`src/logic/rp_cfg.svh`:
```
//////////////////////////////////////////////////
// data path configuration
// widths, bus regions, register map and board id
//////////////////////////////////////////////////

`ifndef RP_CFG_SVH
`define RP_CFG_SVH

// widths
`define RP_ADC_DW        14            // adc and dac sample width
`define RP_SYS_DW        32            // bus data
`define RP_SYS_AW        32            // bus address
`define RP_REGION_NUM    8             // regions picked by addr[22:20]
`define RP_OFS_W         20            // offset inside one region
`define RP_LED_W         8

// region numbers
`define RP_HK_REGION     3'd0          // housekeeping
`define RP_ANA_REGION    3'd1          // analog setpoints and readback

// housekeeping map
`define RP_HK_ID         32'h0A5C_0001 // read only id word
`define RP_HK_ID_OFS     20'h00000
`define RP_HK_LOOP_OFS   20'h00004     // digital loop in bit 0
`define RP_HK_LED_OFS    20'h00030

// analog map
`define RP_ANA_DAC_A_OFS 20'h00000
`define RP_ANA_DAC_B_OFS 20'h00004
`define RP_ANA_ADC_A_OFS 20'h00010     // read only
`define RP_ANA_ADC_B_OFS 20'h00014     // read only

`endif

```
`src/logic/rp_pkg.sv`:
```
//////////////////////////////////////////////////
// shared types
// samples, bus request and response, address view
//////////////////////////////////////////////////

`include "rp_cfg.svh"

package rp_pkg;

  localparam int REGION_W = $clog2(`RP_REGION_NUM);              // 3 bits
  localparam int UPPER_W  = `RP_SYS_AW - REGION_W - `RP_OFS_W;   // bits above region

  // two's complement sample, one channel
  typedef logic signed [`RP_ADC_DW-1:0] sample_t;

  typedef struct packed {
    sample_t a;  // channel 1
    sample_t b;  // channel 2
  } sample_pair_t;

  // address split as the decoder sees it
  typedef struct packed {
    logic [UPPER_W-1:0]   upper;   // not decoded
    logic [REGION_W-1:0]  region;  // addr[22:20]
    logic [`RP_OFS_W-1:0] offset;  // register inside region
  } sys_addr_fields_t;

  // same word, flat or split
  typedef union packed {
    logic [`RP_SYS_AW-1:0] raw;
    sys_addr_fields_t      fields;
  } sys_addr_u;

  typedef struct packed {
    sys_addr_u             addr;
    logic [`RP_SYS_DW-1:0] wdata;
    logic [3:0]            sel;    // byte select, not decoded
    logic                  wen;    // one cycle pulse
    logic                  ren;    // one cycle pulse
  } sys_req_t;

  typedef struct packed {
    logic [`RP_SYS_DW-1:0] rdata;  // valid with ack
    logic                  err;
    logic                  ack;
  } sys_rsp_t;

endpackage

```
`src/logic/sys_bus_decoder.sv`:
```
//////////////////////////////////////////////////
// system bus decoder
// splits the bus into 8 regions by addr[22:20],
// muxes slave responses, answers empty regions
//////////////////////////////////////////////////

`timescale 1ns/1ns
`include "rp_cfg.svh"

module sys_bus_decoder (
  input  logic             adc_clk,    // bus clock
  input  logic             rst_n_i,    // async reset, active low
  input  rp_pkg::sys_req_t sys_req_i,  // from master
  output rp_pkg::sys_rsp_t sys_rsp_o,  // to master
  output rp_pkg::sys_req_t hk_req_o,   // housekeeping slave
  output rp_pkg::sys_req_t ana_req_o,  // analog slave
  input  rp_pkg::sys_rsp_t hk_rsp_i,
  input  rp_pkg::sys_rsp_t ana_rsp_i
);

  import rp_pkg::*;

  logic [`RP_REGION_NUM-1:0] cs;           // one hot region select
  logic                      empty_stb;    // strobe into a region with no slave
  logic                      empty_ack_q;
  sys_rsp_t                  empty_rsp;

  //////////////////////////////////////////////////
  // region select and strobe gating
  //////////////////////////////////////////////////

  assign cs = {{(`RP_REGION_NUM-1){1'b0}}, 1'b1} << sys_req_i.addr.fields.region;

  always_comb
  begin
    hk_req_o      = sys_req_i;                             // addr, data pass through
    hk_req_o.wen  = sys_req_i.wen & cs[`RP_HK_REGION];
    hk_req_o.ren  = sys_req_i.ren & cs[`RP_HK_REGION];
    ana_req_o     = sys_req_i;
    ana_req_o.wen = sys_req_i.wen & cs[`RP_ANA_REGION];
    ana_req_o.ren = sys_req_i.ren & cs[`RP_ANA_REGION];
  end

  // regions 2..7
  assign empty_stb = (sys_req_i.wen | sys_req_i.ren)
                   & ~cs[`RP_HK_REGION] & ~cs[`RP_ANA_REGION];

  always_ff @(posedge adc_clk or negedge rst_n_i)
  begin
    if (!rst_n_i)
      empty_ack_q <= 1'b0;
    else
      empty_ack_q <= empty_stb;  // same latency as real slaves
  end

  assign empty_rsp = '{rdata: '0, err: 1'b0, ack: empty_ack_q};

  //////////////////////////////////////////////////
  // response mux
  //////////////////////////////////////////////////

  // master holds addr until ack, so region is still valid here
  always_comb
  begin
    case (sys_req_i.addr.fields.region)
      `RP_HK_REGION:  sys_rsp_o = hk_rsp_i;
      `RP_ANA_REGION: sys_rsp_o = ana_rsp_i;
      default:        sys_rsp_o = empty_rsp;  // zero data, no error
    endcase
  end

endmodule

```
`src/logic/hk_regs.sv`:
```
//////////////////////////////////////////////////
// housekeeping registers
// id word, led register, digital loop enable
//////////////////////////////////////////////////

`timescale 1ns/1ns
`include "rp_cfg.svh"

module hk_regs (
  input  logic                 adc_clk,    // bus clock
  input  logic                 rst_n_i,    // async reset, active low
  input  rp_pkg::sys_req_t     req_i,      // strobes already gated by region
  output rp_pkg::sys_rsp_t     rsp_o,
  output logic                 loop_en_o,  // dac setpoints fed back as adc
  output logic [`RP_LED_W-1:0] led_o
);

  logic [`RP_OFS_W-1:0]  ofs;      // register offset
  logic                  wr_ro;    // write into read only id
  logic                  ack_q;
  logic                  err_q;
  logic [`RP_SYS_DW-1:0] rdata_q;

  assign ofs   = req_i.addr.fields.offset;
  assign wr_ro = req_i.wen && (ofs == `RP_HK_ID_OFS);

  // handshake and writable registers
  always_ff @(posedge adc_clk or negedge rst_n_i)
  begin
    if (!rst_n_i)
    begin
      ack_q     <= 1'b0;
      err_q     <= 1'b0;
      loop_en_o <= 1'b0;
      led_o     <= '0;
    end
    else
    begin
      ack_q <= req_i.wen | req_i.ren;  // one cycle after strobe
      err_q <= wr_ro;
      if (req_i.wen)
      begin
        case (ofs)
          `RP_HK_LOOP_OFS: loop_en_o <= req_i.wdata[0];
          `RP_HK_LED_OFS:  led_o     <= req_i.wdata[`RP_LED_W-1:0];
          default: ;                     // id and unmapped ignored
        endcase
      end
    end
  end

  // read data, sampled in strobe cycle
  always_ff @(posedge adc_clk)
  begin
    case (ofs)
      `RP_HK_ID_OFS:   rdata_q <= `RP_HK_ID;
      `RP_HK_LOOP_OFS: rdata_q <= {{(`RP_SYS_DW-1){1'b0}}, loop_en_o};
      `RP_HK_LED_OFS:  rdata_q <= {{(`RP_SYS_DW-`RP_LED_W){1'b0}}, led_o};
      default:         rdata_q <= '0;   // unmapped reads zero
    endcase
  end

  assign rsp_o = '{rdata: rdata_q, err: err_q, ack: ack_q};

endmodule

```
`src/logic/analog_regs.sv`:
```
//////////////////////////////////////////////////
// analog registers
// two dac setpoints and readback of the current
// adc samples, sign extended to the bus width
//////////////////////////////////////////////////

`timescale 1ns/1ns
`include "rp_cfg.svh"

module analog_regs (
  input  logic                 adc_clk,    // bus clock
  input  logic                 rst_n_i,    // async reset, active low
  input  rp_pkg::sys_req_t     req_i,      // gated request
  output rp_pkg::sys_rsp_t     rsp_o,
  input  rp_pkg::sample_pair_t adc_smp_i,  // converted samples from front end
  output rp_pkg::sample_pair_t dac_set_o   // setpoints to back end
);

  import rp_pkg::*;

  logic [`RP_OFS_W-1:0]  ofs;
  logic                  wr_ro;      // write into adc readback
  logic                  ack_q;
  logic                  err_q;
  logic [`RP_SYS_DW-1:0] rdata_q;
  sample_pair_t          dac_set_q;  // setpoint registers

  // sample to bus word
  function automatic logic [`RP_SYS_DW-1:0] sext(input sample_t s);
    sext = {{(`RP_SYS_DW-`RP_ADC_DW){s[`RP_ADC_DW-1]}}, s};
  endfunction

  assign ofs   = req_i.addr.fields.offset;
  assign wr_ro = req_i.wen
              && ((ofs == `RP_ANA_ADC_A_OFS) || (ofs == `RP_ANA_ADC_B_OFS));

  //////////////////////////////////////////////////
  // handshake and setpoints
  //////////////////////////////////////////////////

  always_ff @(posedge adc_clk or negedge rst_n_i)
  begin
    if (!rst_n_i)
    begin
      ack_q     <= 1'b0;
      err_q     <= 1'b0;
      dac_set_q <= '0;    // mid scale on the dac
    end
    else
    begin
      ack_q <= req_i.wen | req_i.ren;
      err_q <= wr_ro;
      if (req_i.wen)
      begin
        case (ofs)
          `RP_ANA_DAC_A_OFS: dac_set_q.a <= req_i.wdata[`RP_ADC_DW-1:0];  // low 14 bits
          `RP_ANA_DAC_B_OFS: dac_set_q.b <= req_i.wdata[`RP_ADC_DW-1:0];
          default: ;
        endcase
      end
    end
  end

  //////////////////////////////////////////////////
  // readback
  //////////////////////////////////////////////////

  // adc value as present in the strobe cycle
  always_ff @(posedge adc_clk)
  begin
    case (ofs)
      `RP_ANA_DAC_A_OFS: rdata_q <= sext(dac_set_q.a);
      `RP_ANA_DAC_B_OFS: rdata_q <= sext(dac_set_q.b);
      `RP_ANA_ADC_A_OFS: rdata_q <= sext(adc_smp_i.a);
      `RP_ANA_ADC_B_OFS: rdata_q <= sext(adc_smp_i.b);
      default:           rdata_q <= '0;
    endcase
  end

  assign rsp_o     = '{rdata: rdata_q, err: err_q, ack: ack_q};
  assign dac_set_o = dac_set_q;

endmodule

```
`src/logic/analog_io.sv`:
```
//////////////////////////////////////////////////
// analog front and back end
// adc capture and slope conversion, digital loop,
// dac conversion and output register
//////////////////////////////////////////////////

`timescale 1ns/1ns
`include "rp_cfg.svh"

module analog_io (
  input  logic                  adc_clk,      // sample clock
  input  logic                  rst_n_i,      // async reset, active low
  input  logic [`RP_ADC_DW-1:0] adc_dat_a_i,  // raw adc, negative slope
  input  logic [`RP_ADC_DW-1:0] adc_dat_b_i,
  input  logic                  loop_en_i,    // digital loop
  input  rp_pkg::sample_pair_t  dac_set_i,    // signed setpoints
  output rp_pkg::sample_pair_t  adc_smp_o,    // two's complement samples
  output logic [`RP_ADC_DW-1:0] dac_dat_a_o,  // to dac pins
  output logic [`RP_ADC_DW-1:0] dac_dat_b_o
);

  import rp_pkg::*;

  // dac word for a zero setpoint
  localparam logic [`RP_ADC_DW-1:0] DAC_IDLE = {1'b0, {(`RP_ADC_DW-1){1'b1}}};

  logic [`RP_ADC_DW-1:0] adc_raw_a;  // input registers
  logic [`RP_ADC_DW-1:0] adc_raw_b;
  sample_pair_t          adc_conv;

  // sign bit kept, rest inverted; works in both directions
  function automatic logic [`RP_ADC_DW-1:0] flip_slope(input logic [`RP_ADC_DW-1:0] d);
    flip_slope = {d[`RP_ADC_DW-1], ~d[`RP_ADC_DW-2:0]};
  endfunction

  //////////////////////////////////////////////////
  // adc side
  //////////////////////////////////////////////////

  always_ff @(posedge adc_clk)
  begin
    adc_raw_a <= adc_dat_a_i;
    adc_raw_b <= adc_dat_b_i;
  end

  assign adc_conv  = '{a: flip_slope(adc_raw_a), b: flip_slope(adc_raw_b)};
  assign adc_smp_o = loop_en_i ? dac_set_i : adc_conv;  // loop bypasses the pins

  //////////////////////////////////////////////////
  // dac side
  //////////////////////////////////////////////////

  always_ff @(posedge adc_clk or negedge rst_n_i)
  begin
    if (!rst_n_i)
    begin
      dac_dat_a_o <= DAC_IDLE;
      dac_dat_b_o <= DAC_IDLE;
    end
    else
    begin
      dac_dat_a_o <= flip_slope(dac_set_i.a);  // back to negative slope
      dac_dat_b_o <= flip_slope(dac_set_i.b);
    end
  end

endmodule

```
`src/logic/rp_top.sv`:
```
//////////////////////////////////////////////////
// board top, single clock
// bus decoder, register blocks and analog path
//////////////////////////////////////////////////

`timescale 1ns/1ns
`include "rp_cfg.svh"

module rp_top (
  input  logic                  adc_clk,      // adc clock, also bus clock
  input  logic                  rst_n_i,      // async reset, active low
  input  rp_pkg::sys_req_t      sys_req_i,    // system bus master
  output rp_pkg::sys_rsp_t      sys_rsp_o,
  input  logic [`RP_ADC_DW-1:0] adc_dat_a_i,  // adc ch1
  input  logic [`RP_ADC_DW-1:0] adc_dat_b_i,  // adc ch2
  output logic [`RP_ADC_DW-1:0] dac_dat_a_o,  // dac ch1
  output logic [`RP_ADC_DW-1:0] dac_dat_b_o,  // dac ch2
  output logic [`RP_LED_W-1:0]  led_o
);

  import rp_pkg::*;

  sys_req_t     hk_req;
  sys_req_t     ana_req;
  sys_rsp_t     hk_rsp;
  sys_rsp_t     ana_rsp;
  logic         loop_en;   // hk to analog path
  sample_pair_t dac_set;   // setpoints
  sample_pair_t adc_smp;   // samples or loop value

  //////////////////////////////////////////////////
  // bus
  //////////////////////////////////////////////////

  sys_bus_decoder i_dec (
    .adc_clk   (adc_clk),
    .rst_n_i   (rst_n_i),
    .sys_req_i (sys_req_i),
    .sys_rsp_o (sys_rsp_o),
    .hk_req_o  (hk_req),     // region 0
    .ana_req_o (ana_req),    // region 1
    .hk_rsp_i  (hk_rsp),
    .ana_rsp_i (ana_rsp)
  );

  hk_regs i_hk (
    .adc_clk   (adc_clk),
    .rst_n_i   (rst_n_i),
    .req_i     (hk_req),
    .rsp_o     (hk_rsp),
    .loop_en_o (loop_en),
    .led_o     (led_o)
  );

  analog_regs i_ana_regs (
    .adc_clk   (adc_clk),
    .rst_n_i   (rst_n_i),
    .req_i     (ana_req),
    .rsp_o     (ana_rsp),
    .adc_smp_i (adc_smp),
    .dac_set_o (dac_set)
  );

  //////////////////////////////////////////////////
  // analog path
  //////////////////////////////////////////////////

  analog_io i_ana_io (
    .adc_clk     (adc_clk),
    .rst_n_i     (rst_n_i),
    .adc_dat_a_i (adc_dat_a_i),
    .adc_dat_b_i (adc_dat_b_i),
    .loop_en_i   (loop_en),
    .dac_set_i   (dac_set),
    .adc_smp_o   (adc_smp),
    .dac_dat_a_o (dac_dat_a_o),
    .dac_dat_b_o (dac_dat_b_o)
  );

endmodule

```
`config.mk`:
```
export PLATFORM = sky130hd
export DESIGN_NAME = rp_top
export DESIGN_NICKNAME = d
export VERILOG_FILES = /design/src/logic/rp_pkg.sv /design/src/logic/sys_bus_decoder.sv /design/src/logic/hk_regs.sv /design/src/logic/analog_regs.sv /design/src/logic/analog_io.sv /design/src/logic/rp_top.sv
export VERILOG_INCLUDE_DIRS = /design/src /design/src/logic
export SDC_FILE = /design/constraint.sdc
export NUM_CORES = 1
export LEC_CHECK = 0
export BUFFER_PORTS_ARGS = -buffer_cell sky130_fd_sc_hd__clkbuf_2
export CAP_MARGIN = 0
export CELL_PAD_IN_SITES_DETAIL_PLACEMENT = 1
export CELL_PAD_IN_SITES_GLOBAL_PLACEMENT = 2
export CORE_MARGIN = 2
export CORE_UTILIZATION = 38
export CTS_BUF_LIST = sky130_fd_sc_hd__clkbuf_8
export DETAILED_ROUTE_END_ITERATION = 7
export PLACE_DENSITY = 0.95
export SLEW_MARGIN = 10
export SYNTH_ARGS = -nofsm -noshare
export SYNTH_HDL_FRONTEND = slang
export SYNTH_HIERARCHICAL = 1
export SYNTH_SLANG_ARGS = --single-unit
```
`constraint.sdc`:
```
create_clock -name adc_clk -period 4 [get_ports adc_clk]
set_input_delay 0.4 -clock adc_clk [delete_from_list [all_inputs] [get_ports adc_clk]]
set_output_delay 0.4 -clock adc_clk [all_outputs]
set_load 0.01 [all_outputs]
```
# After elaboration in Yosys (flattened, before gate mapping)
# Cells that the tools add are included.
dict set report classes {
  n_eq_ne 5
  n_shift 1
  muxes 4
  n_bitwise 15
  reduce_logical 9
}
# operator n
set op_table {}
lappend op_table {{32-bit one-hot mux with 4 select lines} 1}
lappend op_table {{28-bit one-hot mux with 3 select lines} 1}
lappend op_table {{34-bit one-hot mux with 2 select lines} 1}
lappend op_table {{13-bit inverter} 4}
lappend op_table {{20-bit by 5-bit equality test with 1-bit output (second input constant)} 2}
lappend op_table {{28-bit 2-to-1 mux} 1}
lappend op_table {{20-bit by 3-bit equality test with 1-bit output (second input constant)} 1}
lappend op_table {{20-bit by 6-bit equality test with 1-bit output (second input constant)} 1}
lappend op_table {{20-bit zero test} 1}
lappend op_table {{2-bit AND reduction} 4}
lappend op_table {{1-bit AND} 6}
lappend op_table {{3-bit by 1-bit equality test with 1-bit output (second input constant)} 1}
lappend op_table {{3-bit zero test} 1}
lappend op_table {{1-bit OR} 3}
lappend op_table {{1-bit by 3-bit left shift with 2-bit output (first input constant)} 1}
lappend op_table {{1-bit logical AND} 2}
lappend op_table {{1-bit inverter} 2}
lappend op_table {{1-bit logical OR} 1}
dict set report totals {
  ff_bits 158
  input_bits 100
  out_inout_bits 70
  word_cells 49
}

# Logic depth before layout (Yosys ltp)
# Gate-level depths: netlist of the first run.
dict set report logic_depth {
  depth_word 4
  depth_mapped 7
  ltp_nobuf 5
}

# By module
# The synthesis of the first run kept the hierarchy.
# mod instances cells_per_inst area_each_um2 seq_area_each_um2
set by_module_without_submodules {}
lappend by_module_without_submodules {analog_regs 1 142 2177.1 1031.0}
lappend by_module_without_submodules {analog_io 1 118 1731.7 1293.7}
lappend by_module_without_submodules {sys_bus_decoder 1 222 1694.1 25.0}
lappend by_module_without_submodules {hk_regs 1 87 953.4 455.4}

# Least setup slack after synthesis of the first run
# Ideal clock, no wire load.
dict set report synth_timing {
  kind {input to register}
  start {input sys_req_i[59] (netlist name)}
  end {register i_hk.led_o[0]}
  setup_time_ns 0.125
  arrival_time_ns 2.001
  t_required_ns 3.875
  path_slack_ns 1.874
  cell_stages 7
  path_buffers 2
  path_cell_list {or2_1 > buf_6 > nor3b_2 > inv_1 > or4b_1 > buf_6 > mux2_4}
}
# element line
set synth_lines {}
lappend synth_lines {{start: declaration} rp_top.sv:12} ;# input rp_pkg::sys_req_t sys_req_i,
lappend synth_lines {{end signal: assignment} hk_regs.sv:45} ;# `RP_HK_LED_OFS: led_o <= req_i.wdata[`RP_LED_W-1:0];
lappend synth_lines {{end: declaration} hk_regs.sv:15} ;# output logic [`RP_LED_W-1:0] led_o

==> results of run 1 <==
==> cell usage in the layout, fill, tap and decap left out, types with 5 or more instances in the layout <==
| master | instances |
|---|---|
| and2_1 | 7 |
| buf_4 | 5 |
| clkbuf_2 | 137 |
| clkbuf_8 | 18 |
| conb_1 | 18 |
| dfrtp_1 | 43 |
| dfstp_2 | 26 |
| dfxtp_1 | 51 |
| inv_1 | 35 |
| mux2_2 | 11 |
| mux2_4 | 28 |
| mux2i_1 | 56 |
| mux4_2 | 14 |
| nand2_1 | 9 |
| nor2_1 | 28 |
| nor2_2 | 14 |
| nor2b_1 | 14 |
| o21ai_0 | 6 |
==> path summary, 6_finish.rpt <==
path,startpoint,end,slack [ns],cells past startpoint
min reg2reg,i_ana_regs/dac_set_o[27],i_ana_io/dac_dat_a_o[13],0.43,0
max reg2reg,i_hk/loop_en_o,i_ana_regs/rdata_q[30],1.84,3
min,adc_dat_a_i[4],i_ana_io/adc_raw_a[4],0.04,1
max,i_hk/loop_en_o,i_ana_regs/rdata_q[30],1.84,3
min in group asynchronous,rst_n_i,i_ana_regs/dac_set_o[6],0.11,1
max in group asynchronous,rst_n_i,i_ana_io/dac_dat_a_o[3],2.87,2
==> report_power, final <==
part | total [W] | switching (W) | internal [W]
Sequential | 0.00124 | 0.00000482 | 0.00123
Clock | 0.00102 | 0.000468 | 0.000552
Combinational | 0.000155 | 0.0000864 | 0.0000688
Total | 0.00241 | 0.000559 | 0.00186
==> state kept, by name, summed over array words and instances, names as in the netlist <==
register,cells
i_dec/empty_ack_q,1
i_ana_io/dac_dat_b_o,14
i_hk/ack_q,1
i_ana_io/dac_dat_a_o,14
i_ana_regs/err_q,1
i_ana_io/adc_raw_b,14
i_hk/loop_en_o,1
i_ana_regs/ack_q,1
i_ana_regs/dac_set_o,28
i_hk/rdata_q,9
i_hk/led_o,8
i_ana_regs/rdata_q,14
i_ana_io/adc_raw_a,14
i_hk/err_q,1
==> through the flow <==
stage	total power, W	utilization [%]	hold WS (ns)
after CTS	0.00245	41.9	0.00395
after floorplan	0.00140	-	0.104
after detailed placement	0.00142	39.5	0.411
after global routing	0.00252	41.9	0.0127
final	0.00241	41.9	0.0399
after global placement	0.00141	39.5	0.396
==> worst max-delay path: stages, from the launching register on <==
cell and delay [ns]:
dfrtp_2 0.94, mux2_2 0.43, mux4_2 0.50, nor2b_1 0.16
==> area by class of cell <==
cell class	instances	area (um^2)	share of cell area, %
clock buffers	18	248	3.86
clock inverters	14	120	1.87
inverters	29	109	1.70
multi-input cells	235	2140	33.3
flip-flops and latches	121	2810	43.8
well taps	211	264	4.12
repair buffers	143	728	11.4
==> layer usage <==
metal / part of all wire (%) / up-vias / track usage, %
met5: 0 / - / 0
met4: 2.2 / 0 / 7.27
met3: 5.3 / 23 / 4.79
met2: 50 / 94 / 26.9
met1: 42 / 1675 / 19.1
li1: - / 1615 / -
==> flow_metrics.env, run 1 <==
export IMPL_status="completed"
export IMPL_antenna_found_initial=0
export IMPL_post_cts_buffers=0
export IMPL_drive_gt1_share_pct=49.5
export IMPL_dpl_cell_area_um2=6050
export IMPL_syn_avg_cell_area_um2=12.1
export IMPL_cts_tree="built"
export IMPL_place_ws_ns=1.46
export IMPL_htree_levels=4
export IMPL_fin_skew_ns=0.0133
export IMPL_drv_slew=0
export IMPL_grt_pass1_wl_mm=20.0
export IMPL_stdcell_count=771
export IMPL_fin_nets=647
export IMPL_diodes=0
export IMPL_powerDensity_nw_per_um2=376
export IMPL_crit_path_end_kind="flip-flop"
export IMPL_syn_inst=495
export IMPL_overflow=0
export IMPL_ant_nets=0
export IMPL_clockBufferDepth=2
export IMPL_grt_pass1_vias=3688
export IMPL_area_growth_pct=6.88
export IMPL_setup_ws_ns=1.84
export IMPL_worst_ep_required_time_ns=4.33
export IMPL_cts_resized=0
export IMPL_drtPass1Iterations=4
export IMPL_grt_max_degree=42
export IMPL_vias_per_cell=4.42
export IMPL_rsz0062_at_grt="no"
export IMPL_maxCapViolations=0
export IMPL_cts_sinks=121
export IMPL_min_period_over_period_pct=53.9
export IMPL_dp_hpwl_mm=9.57
export IMPL_fin_crit_ns=2.16
export IMPL_wl_per_cell_um=16.6
export IMPL_hold_violations=0
export IMPL_finalSetupViolCount=0
export IMPL_clk_latency_ns=0.46
export IMPL_num_io_pins=170
export IMPL_worstPathArrival_ns=2.48
export IMPL_die_x_um=130
export IMPL_worst_slew_pin_slew_ns=1.07
export IMPL_fmax_mhz=464
export IMPL_die_height_um=130
export IMPL_vias=3407
export IMPL_stdcell_area_um2=6410
export IMPL_ys_warn_count=6
export IMPL_route_detailed_drc=0
export IMPL_die_area_um2=16800
export IMPL_ir_worst_vdd_mv=0.199
export IMPL_track_usage_pct=16.1
export IMPL_port_buffers=138
export IMPL_fillers=1701
export IMPL_cts_buffers=17
export IMPL_wirelength_mm=12.8
export IMPL_root_buffer="clkbuf_8"
export IMPL_ctsHoldBuffers=0
export IMPL_row_count=45
export IMPL_core_um2=15300
export IMPL_mappedNetlistArea_um2=6000
export IMPL_slew_headroom_pct=27.9
export IMPL_hold_class="input port to flip-flop"
export IMPL_place_congestion=0.819
export IMPL_cp_max_fo=34
export IMPL_setup_tns_ns=0
export IMPL_dr_first_iter_drc_count=89
export IMPL_path_class="flip-flop to flip-flop"
export IMPL_dp_cells=739
export IMPL_clk_pin_slew_ns=0.07
export IMPL_power_leakage_nw=2.92
export IMPL_start_util_pct=39.2
export IMPL_start_kind="flip-flop"
Note: power is estimated with default switching activity, not from simulation.
==> inputs of run 2 (changes only) <==
Settings changed: ABC_AREA set to 1, CORE_UTILIZATION 38 to 29, PLACE_DENSITY 0.95 to 0.89.
Clock period 4 ns to 1.75 ns, I/O delays scaled along.
==> run 2 against run 1 <==
Effect of this change:
- synthesized cell count increased by 62%
- via count increased by 55%
- routed wire length increased by 43%
- cell area increased by 17%
- worst setup slack got worse by 1.6 ns
- utilization decreased by 7.6 points
- critical path depth increased by 1
- first-iteration DRC count increased to 2.6 times the previous value
- synthesized area increased by 7.5%
- power increased by 140%
- sequential power increased by 130%
- global-route usage decreased by 0.075 points
- critical path type is now flip-flop to primary output
==> flow_metrics.env, run 2 <==
export IMPL_crit_path_end_kind="primary output"
export IMPL_vias=5275
export IMPL_core_um2=21800
export IMPL_final_common_cell="nand2_1"
export IMPL_rsz0062_at_grt="no"
export IMPL_switching_share_pct=23.2
export IMPL_fmax_mhz=656
export IMPL_stdcell_area_um2=7490
export IMPL_path_buf_inv=2
export IMPL_place_congestion=0.760
export IMPL_die_x_um=153
export IMPL_cts_tree="built"
export IMPL_min_period_over_period_pct=87.2
export IMPL_slew_headroom_pct=61.8
export IMPL_fin_util_pct=34.3
export IMPL_wl_per_cell_um=15.4
export IMPL_cts_sinks=121
export IMPL_port_buffers=138
export IMPL_dp_hpwl_mm=12.7
export IMPL_drv_slew=0
export IMPL_clk_latency_ns=0.43
export IMPL_dr_first_iter_drc_count=234
export IMPL_mappedNetlistArea_um2=6450
export IMPL_place_ws_ns=0.202
export IMPL_hold_class="input port to flip-flop"
export IMPL_ys_warn_count=6
export IMPL_worstPathArrival_ns=1.35
export IMPL_vias_per_cell=4.44
export IMPL_grt_pass1_wl_mm=29.6
export IMPL_row_count=54
export IMPL_syn_inst=804
export IMPL_route_detailed_drc=0
export IMPL_ir_worst_vdd_mv=0.543
export IMPL_clkPwrFrac_pct=42.8
export IMPL_powerDensity_nw_per_um2=760
export IMPL_status="completed"
export IMPL_die_height_um=153
export IMPL_finalSetupViolCount=0
export IMPL_ant_nets=0
export IMPL_start_kind="flip-flop"
export IMPL_clockBufferDepth=2
export IMPL_path_class="flip-flop to primary output"
export IMPL_slowest_delay_ns=0.33
export IMPL_root_buffer="clkbuf_8"
export IMPL_cp_max_fo=19
export IMPL_post_cts_buffers=0
export IMPL_fin_nets=996
export IMPL_overflow=0
export IMPL_worstPathCellList="buf_4 > nand3_1 > nand2_1 > clkbuf_2"
export IMPL_setup_tns_ns=0
export IMPL_cp_top_family="buffers and inverters"
export IMPL_p_int_w=0.00437
export IMPL_wirelength_mm=18.3
export IMPL_start_util_pct=29.6
export IMPL_syn_avg_cell_area_um2=8.03
export IMPL_diodes=0
export IMPL_ctsHoldBuffers=45
export IMPL_power_leakage_nw=3.80
export IMPL_clk_pin_slew_ns=0.08
export IMPL_area_growth_pct=16.0
export IMPL_combinationalPowerShare_pct=7.4
export IMPL_totalPowerFinal_w=0.00569
export IMPL_dpl_cell_area_um2=6660
export IMPL_maxCapViolations=0
export IMPL_die_area_um2=23500
export IMPL_hold_violations=0
export IMPL_htree_levels=4
export IMPL_cts_resized=0
export IMPL_num_io_pins=170
export IMPL_antenna_found_initial=0
export IMPL_fin_skew_ns=0.0102
export IMPL_largest_reg_flops=28
export IMPL_setup_ws_ns=0.225
export IMPL_cts_buffers=17
export IMPL_drtPass1Iterations=4
export IMPL_drive_gt1_share_pct=28.5
export IMPL_slowest_stage="dfxtp_1"
export IMPL_power_frac_seq_pct=49.8
export IMPL_fin_crit_ns=1.53
export IMPL_worst_slew_pin_slew_ns=0.573
export IMPL_final_cell_mix="nand2_1, clkbuf_2, inv_1, nand3_1, nand4_1"
export IMPL_grt_max_degree=59
export IMPL_grt_pass1_vias=5435
export IMPL_worst_ep_required_time_ns=1.57
export IMPL_p_sw_w=0.00132
export IMPL_track_usage_pct=16.0
export IMPL_fillers=2679
[run 2: power groups by stage]
stage / Clock (W) / Combinational [W] / Sequential, W
2_1_floorplan: 0 / 0.000287 / 0.00288
3_3_place_gp: 0 / 0.000332 / 0.00289
3_5_place_dp: 0 / 0.000339 / 0.00289
4_1_cts: 0.00251 / 0.000421 / 0.00284
5_1_grt: 0.00262 / 0.000466 / 0.00284
6_report: 0.00243 / 0.000420 / 0.00284
[run 2: worst paths after layout]
kind	from	endpoint	slack, ns	cells after the start
max	i_ana_regs/rdata_q[30]	sys_rsp_o[32]	0.22	4
min	sys_req_i[1]	i_ana_regs/ack_q	0.17	4
max reg2reg	i_hk/loop_en_o	i_ana_regs/rdata_q[12]	0.43	7
min reg2reg	i_ana_regs/dac_set_o[6]	i_ana_io/dac_dat_b_o[6]	0.44	1
max in group asynchronous	rst_n_i	i_ana_io/dac_dat_a_o[6]	0.80	3
min in group asynchronous	rst_n_i	i_ana_regs/dac_set_o[23]	0.28	2
[run 2: layer usage]
metal | global-route usage, % | vias to the layer above | share of wire, %
li1 | - | 2618 | -
met1 | 21.1 | 2506 | 45
met2 | 26.7 | 132 | 49
met3 | 3.29 | 19 | 4.6
met4 | 4.28 | 0 | 1.3
met5 | 0 | - | 0
[run 2: layout make-up]
| cell class | instances | area [um^2] | area share [%] |
|---|---|---|---|
| clock inverter | 15 | 148 | 1.97 |
| sequential | 121 | 2810 | 37.5 |
| clock buffer | 17 | 234 | 3.12 |
| multi-input combinational | 469 | 2280 | 30.5 |
| timing repair buffer | 204 | 1350 | 18.0 |
| inverter | 83 | 315 | 4.21 |
| tap | 280 | 350 | 4.68 |
[run 2: metrics by stage]
step                hold WS (ns)  cells
global route               0.174   1189
global placement           0.197   1112
finish                     0.172   1189
CTS                        0.124   1189
detailed placement         0.219   1112
floorplan                 -0.121    821
[run 2: tightest hold or removal path, stage by stage]
cell      delay, ns
clkbuf_2       0.08
inv_1          0.05
nor2_1         0.14
or2_2          0.13
==> inputs of run 3 (changes only) <==
Settings changed: ABC_AREA 1 to 0, CORE_UTILIZATION 29 to 32.
==> run 3 against run 2 <==
Effect of this change:
- worst setup slack got worse by 0.15 ns
- critical path depth fell by 1
- routed wire length fell by 21%
- critical endpoint is now i_ana_regs/rdata_q[30]
- sequential share of layout area rose by 2.8 points
- fmax fell by 8.7%
- combinational power rose by 5.0%
- via count fell by 30%
- first-iteration DRC count fell by 70%
- final cell count fell by 29%
==> flow_metrics.env, run 3 (synthesis gave the netlist of run 1 again) <==
export IMPL_ant_nets=0
export IMPL_dr_first_iter_drc_count=70
export IMPL_htree_levels=4
export IMPL_switching_share_pct=24.5
export IMPL_rsz0062_at_grt="no"
export IMPL_wirelength_mm=14.5
export IMPL_cts_tree="built"
export IMPL_power_frac_seq_pct=49.5
export IMPL_die_area_um2=19900
export IMPL_met2_length_mm=7.87
export IMPL_overflow=0
export IMPL_core_um2=18600
export IMPL_fin_crit_ns=1.67
export IMPL_largest_reg_flops=28
export IMPL_clockBufferDepth=2
export IMPL_slowest_stage="dfrtp_2"
export IMPL_drtPass1Iterations=4
export IMPL_status="completed"
export IMPL_dp_hpwl_mm=10.5
export IMPL_path_class="flip-flop to flip-flop"
export IMPL_die_height_um=141
export IMPL_drv_slew=0
export IMPL_reg2reg_from="i_hk/loop_en_o"
export IMPL_vias=3696
export IMPL_clkPwrFrac_pct=42.7
export IMPL_power_leakage_nw=3.16
export IMPL_clk_pin_slew_ns=0.08
export IMPL_cts_sinks=121
export IMPL_start_util_pct=32.3
export IMPL_route_detailed_drc=0
export IMPL_combinationalPowerShare_pct=7.7
export IMPL_setup_tns_ns=0
export IMPL_met1_length_mm=5.90
export IMPL_fillers=2036
export IMPL_cts_buffers=17
export IMPL_maxCapViolations=0
export IMPL_p_sw_w=0.00140
export IMPL_crit_path_end_kind="flip-flop"
export IMPL_clk_latency_ns=0.42
export IMPL_p_int_w=0.00431
export IMPL_fmax_mhz=599
export IMPL_fin_skew_ns=0.00986
export IMPL_hp_start="sys_req_i[18]"
export IMPL_ir_worst_vdd_mv=0.514
export IMPL_stdcell_count=843
export IMPL_grt_pass1_wl_mm=23.0
export IMPL_finalSetupViolCount=0
export IMPL_row_count=50
export IMPL_cp_max_fo=8
export IMPL_num_io_pins=170
export IMPL_cp_top_family="multiplexers"
export IMPL_dpl_cell_area_um2=6270
export IMPL_wl_per_cell_um=17.2
export IMPL_multi_input_area_um2=2140
export IMPL_vias_per_cell=4.38
export IMPL_dp_cells=779
export IMPL_place_congestion=0.806
export IMPL_powerDensity_nw_per_um2=819
export IMPL_drive_gt1_share_pct=49.1
export IMPL_post_cts_buffers=0
export IMPL_worstPathArrival_ns=1.97
export IMPL_slowest_delay_ns=0.53
export IMPL_seq_area_um2=2810
export IMPL_grt_pass1_vias=4152
export IMPL_path_buf_inv=0
export IMPL_slew_headroom_pct=61.1
export IMPL_final_common_cell="clkbuf_2"
export IMPL_crit_start="i_hk/loop_en_o"
export IMPL_totalPowerFinal_w=0.00571
export IMPL_port_buffers=138
export IMPL_fin_nets=696
export IMPL_grt_max_degree=38
export IMPL_worstPathCellList="mux2_2 > mux4_2 > nor2b_1"
export IMPL_min_period_over_period_pct=95.5
export IMPL_final_cell_mix="clkbuf_2, mux2i_1, dfxtp_1, dfrtp_1, dlygate4sd3_1"
export IMPL_root_buffer="clkbuf_8"
export IMPL_start_kind="flip-flop"
export IMPL_routed_wl_met3_um=430
export IMPL_hold_violations=0
export IMPL_stdcell_area_um2=6980
export IMPL_track_usage_pct=15.1
export IMPL_hold_class="input port to flip-flop"
export IMPL_area_growth_pct=16.2
export IMPL_topRoutingLayerUsed="met4"
export IMPL_antenna_found_initial=0
export IMPL_worst_slew_pin_slew_ns=0.584
export IMPL_worst_ep_required_time_ns=2.05
export IMPL_die_x_um=141
export IMPL_diodes=0
[run 3: changes by cell type in the layout (fill, tap and decap cells not counted), moves of 9 or more]
cell and change:
dlygate4sd3_1 -13, mux2i_1 +56, nand2_1 -214, mux4_2 +14, nor2b_1 +14, mux2_2 +11
o21ai_2 -16, inv_1 -51, mux2_4 +28, nor2_2 +9, nand3_1 -72, nand4_1 -66
[run 3: per-layer routing]
metal	up-vias	global-route usage [%]
met5	-	0
met4	0	4.84
met3	26	2.89
met2	95	28.2
met1	1861	17.3
li1	1714	-
[run 3: timing repair]
action                                  in CTS  in global routing
hold endpoints to repair                    47                  0
resized for setup                            1                  0
endpoints found under the setup margin      17                  0
hold buffers                                32                  0
[run 3: layout make-up]
class	count	share of cell area, %
clock inverters	15	2.19
well taps	234	4.20
multi-input cells	235	30.7
flip-flops and latches	121	40.3
clock buffers	17	3.35
inverters	29	1.56
repair buffers	192	17.8
[run 3: worst paths after layout]
path                                             to  slack, ns  cells after the start
max                          i_ana_regs/rdata_q[30]       0.08                      3
min reg2reg                i_ana_io/dac_dat_b_o[13]       0.42                      0
min in group asynchronous   i_ana_regs/dac_set_o[8]       0.28                      2
min                        i_ana_regs/dac_set_o[26]       0.03                      2
max reg2reg                  i_ana_regs/rdata_q[30]       0.08                      3
max in group asynchronous   i_ana_io/dac_dat_a_o[2]       0.82                      3
[run 3: power groups by stage]
stage | clock (W) | sequential (W) | combinational [W]
final | 0.00244 | 0.00283 | 0.000441
after global routing | 0.00264 | 0.00283 | 0.000482
after CTS | 0.00251 | 0.00283 | 0.000447
after detailed placement | 0 | 0.00289 | 0.000389
after global placement | 0 | 0.00288 | 0.000370
after floorplan | 0 | 0.00288 | 0.000329
[run 3: through the flow]
stage	util (%)	hold slack (ns)	setup slack, ns
after CTS	37.5	0.000398	0.0666
final	37.5	0.0300	0.0793
after global routing	37.5	0.00298	0.0294
after detailed placement	33.7	0.191	-0.193
after global placement	33.7	0.181	-0.161
after floorplan	-	-0.121	-0.0806
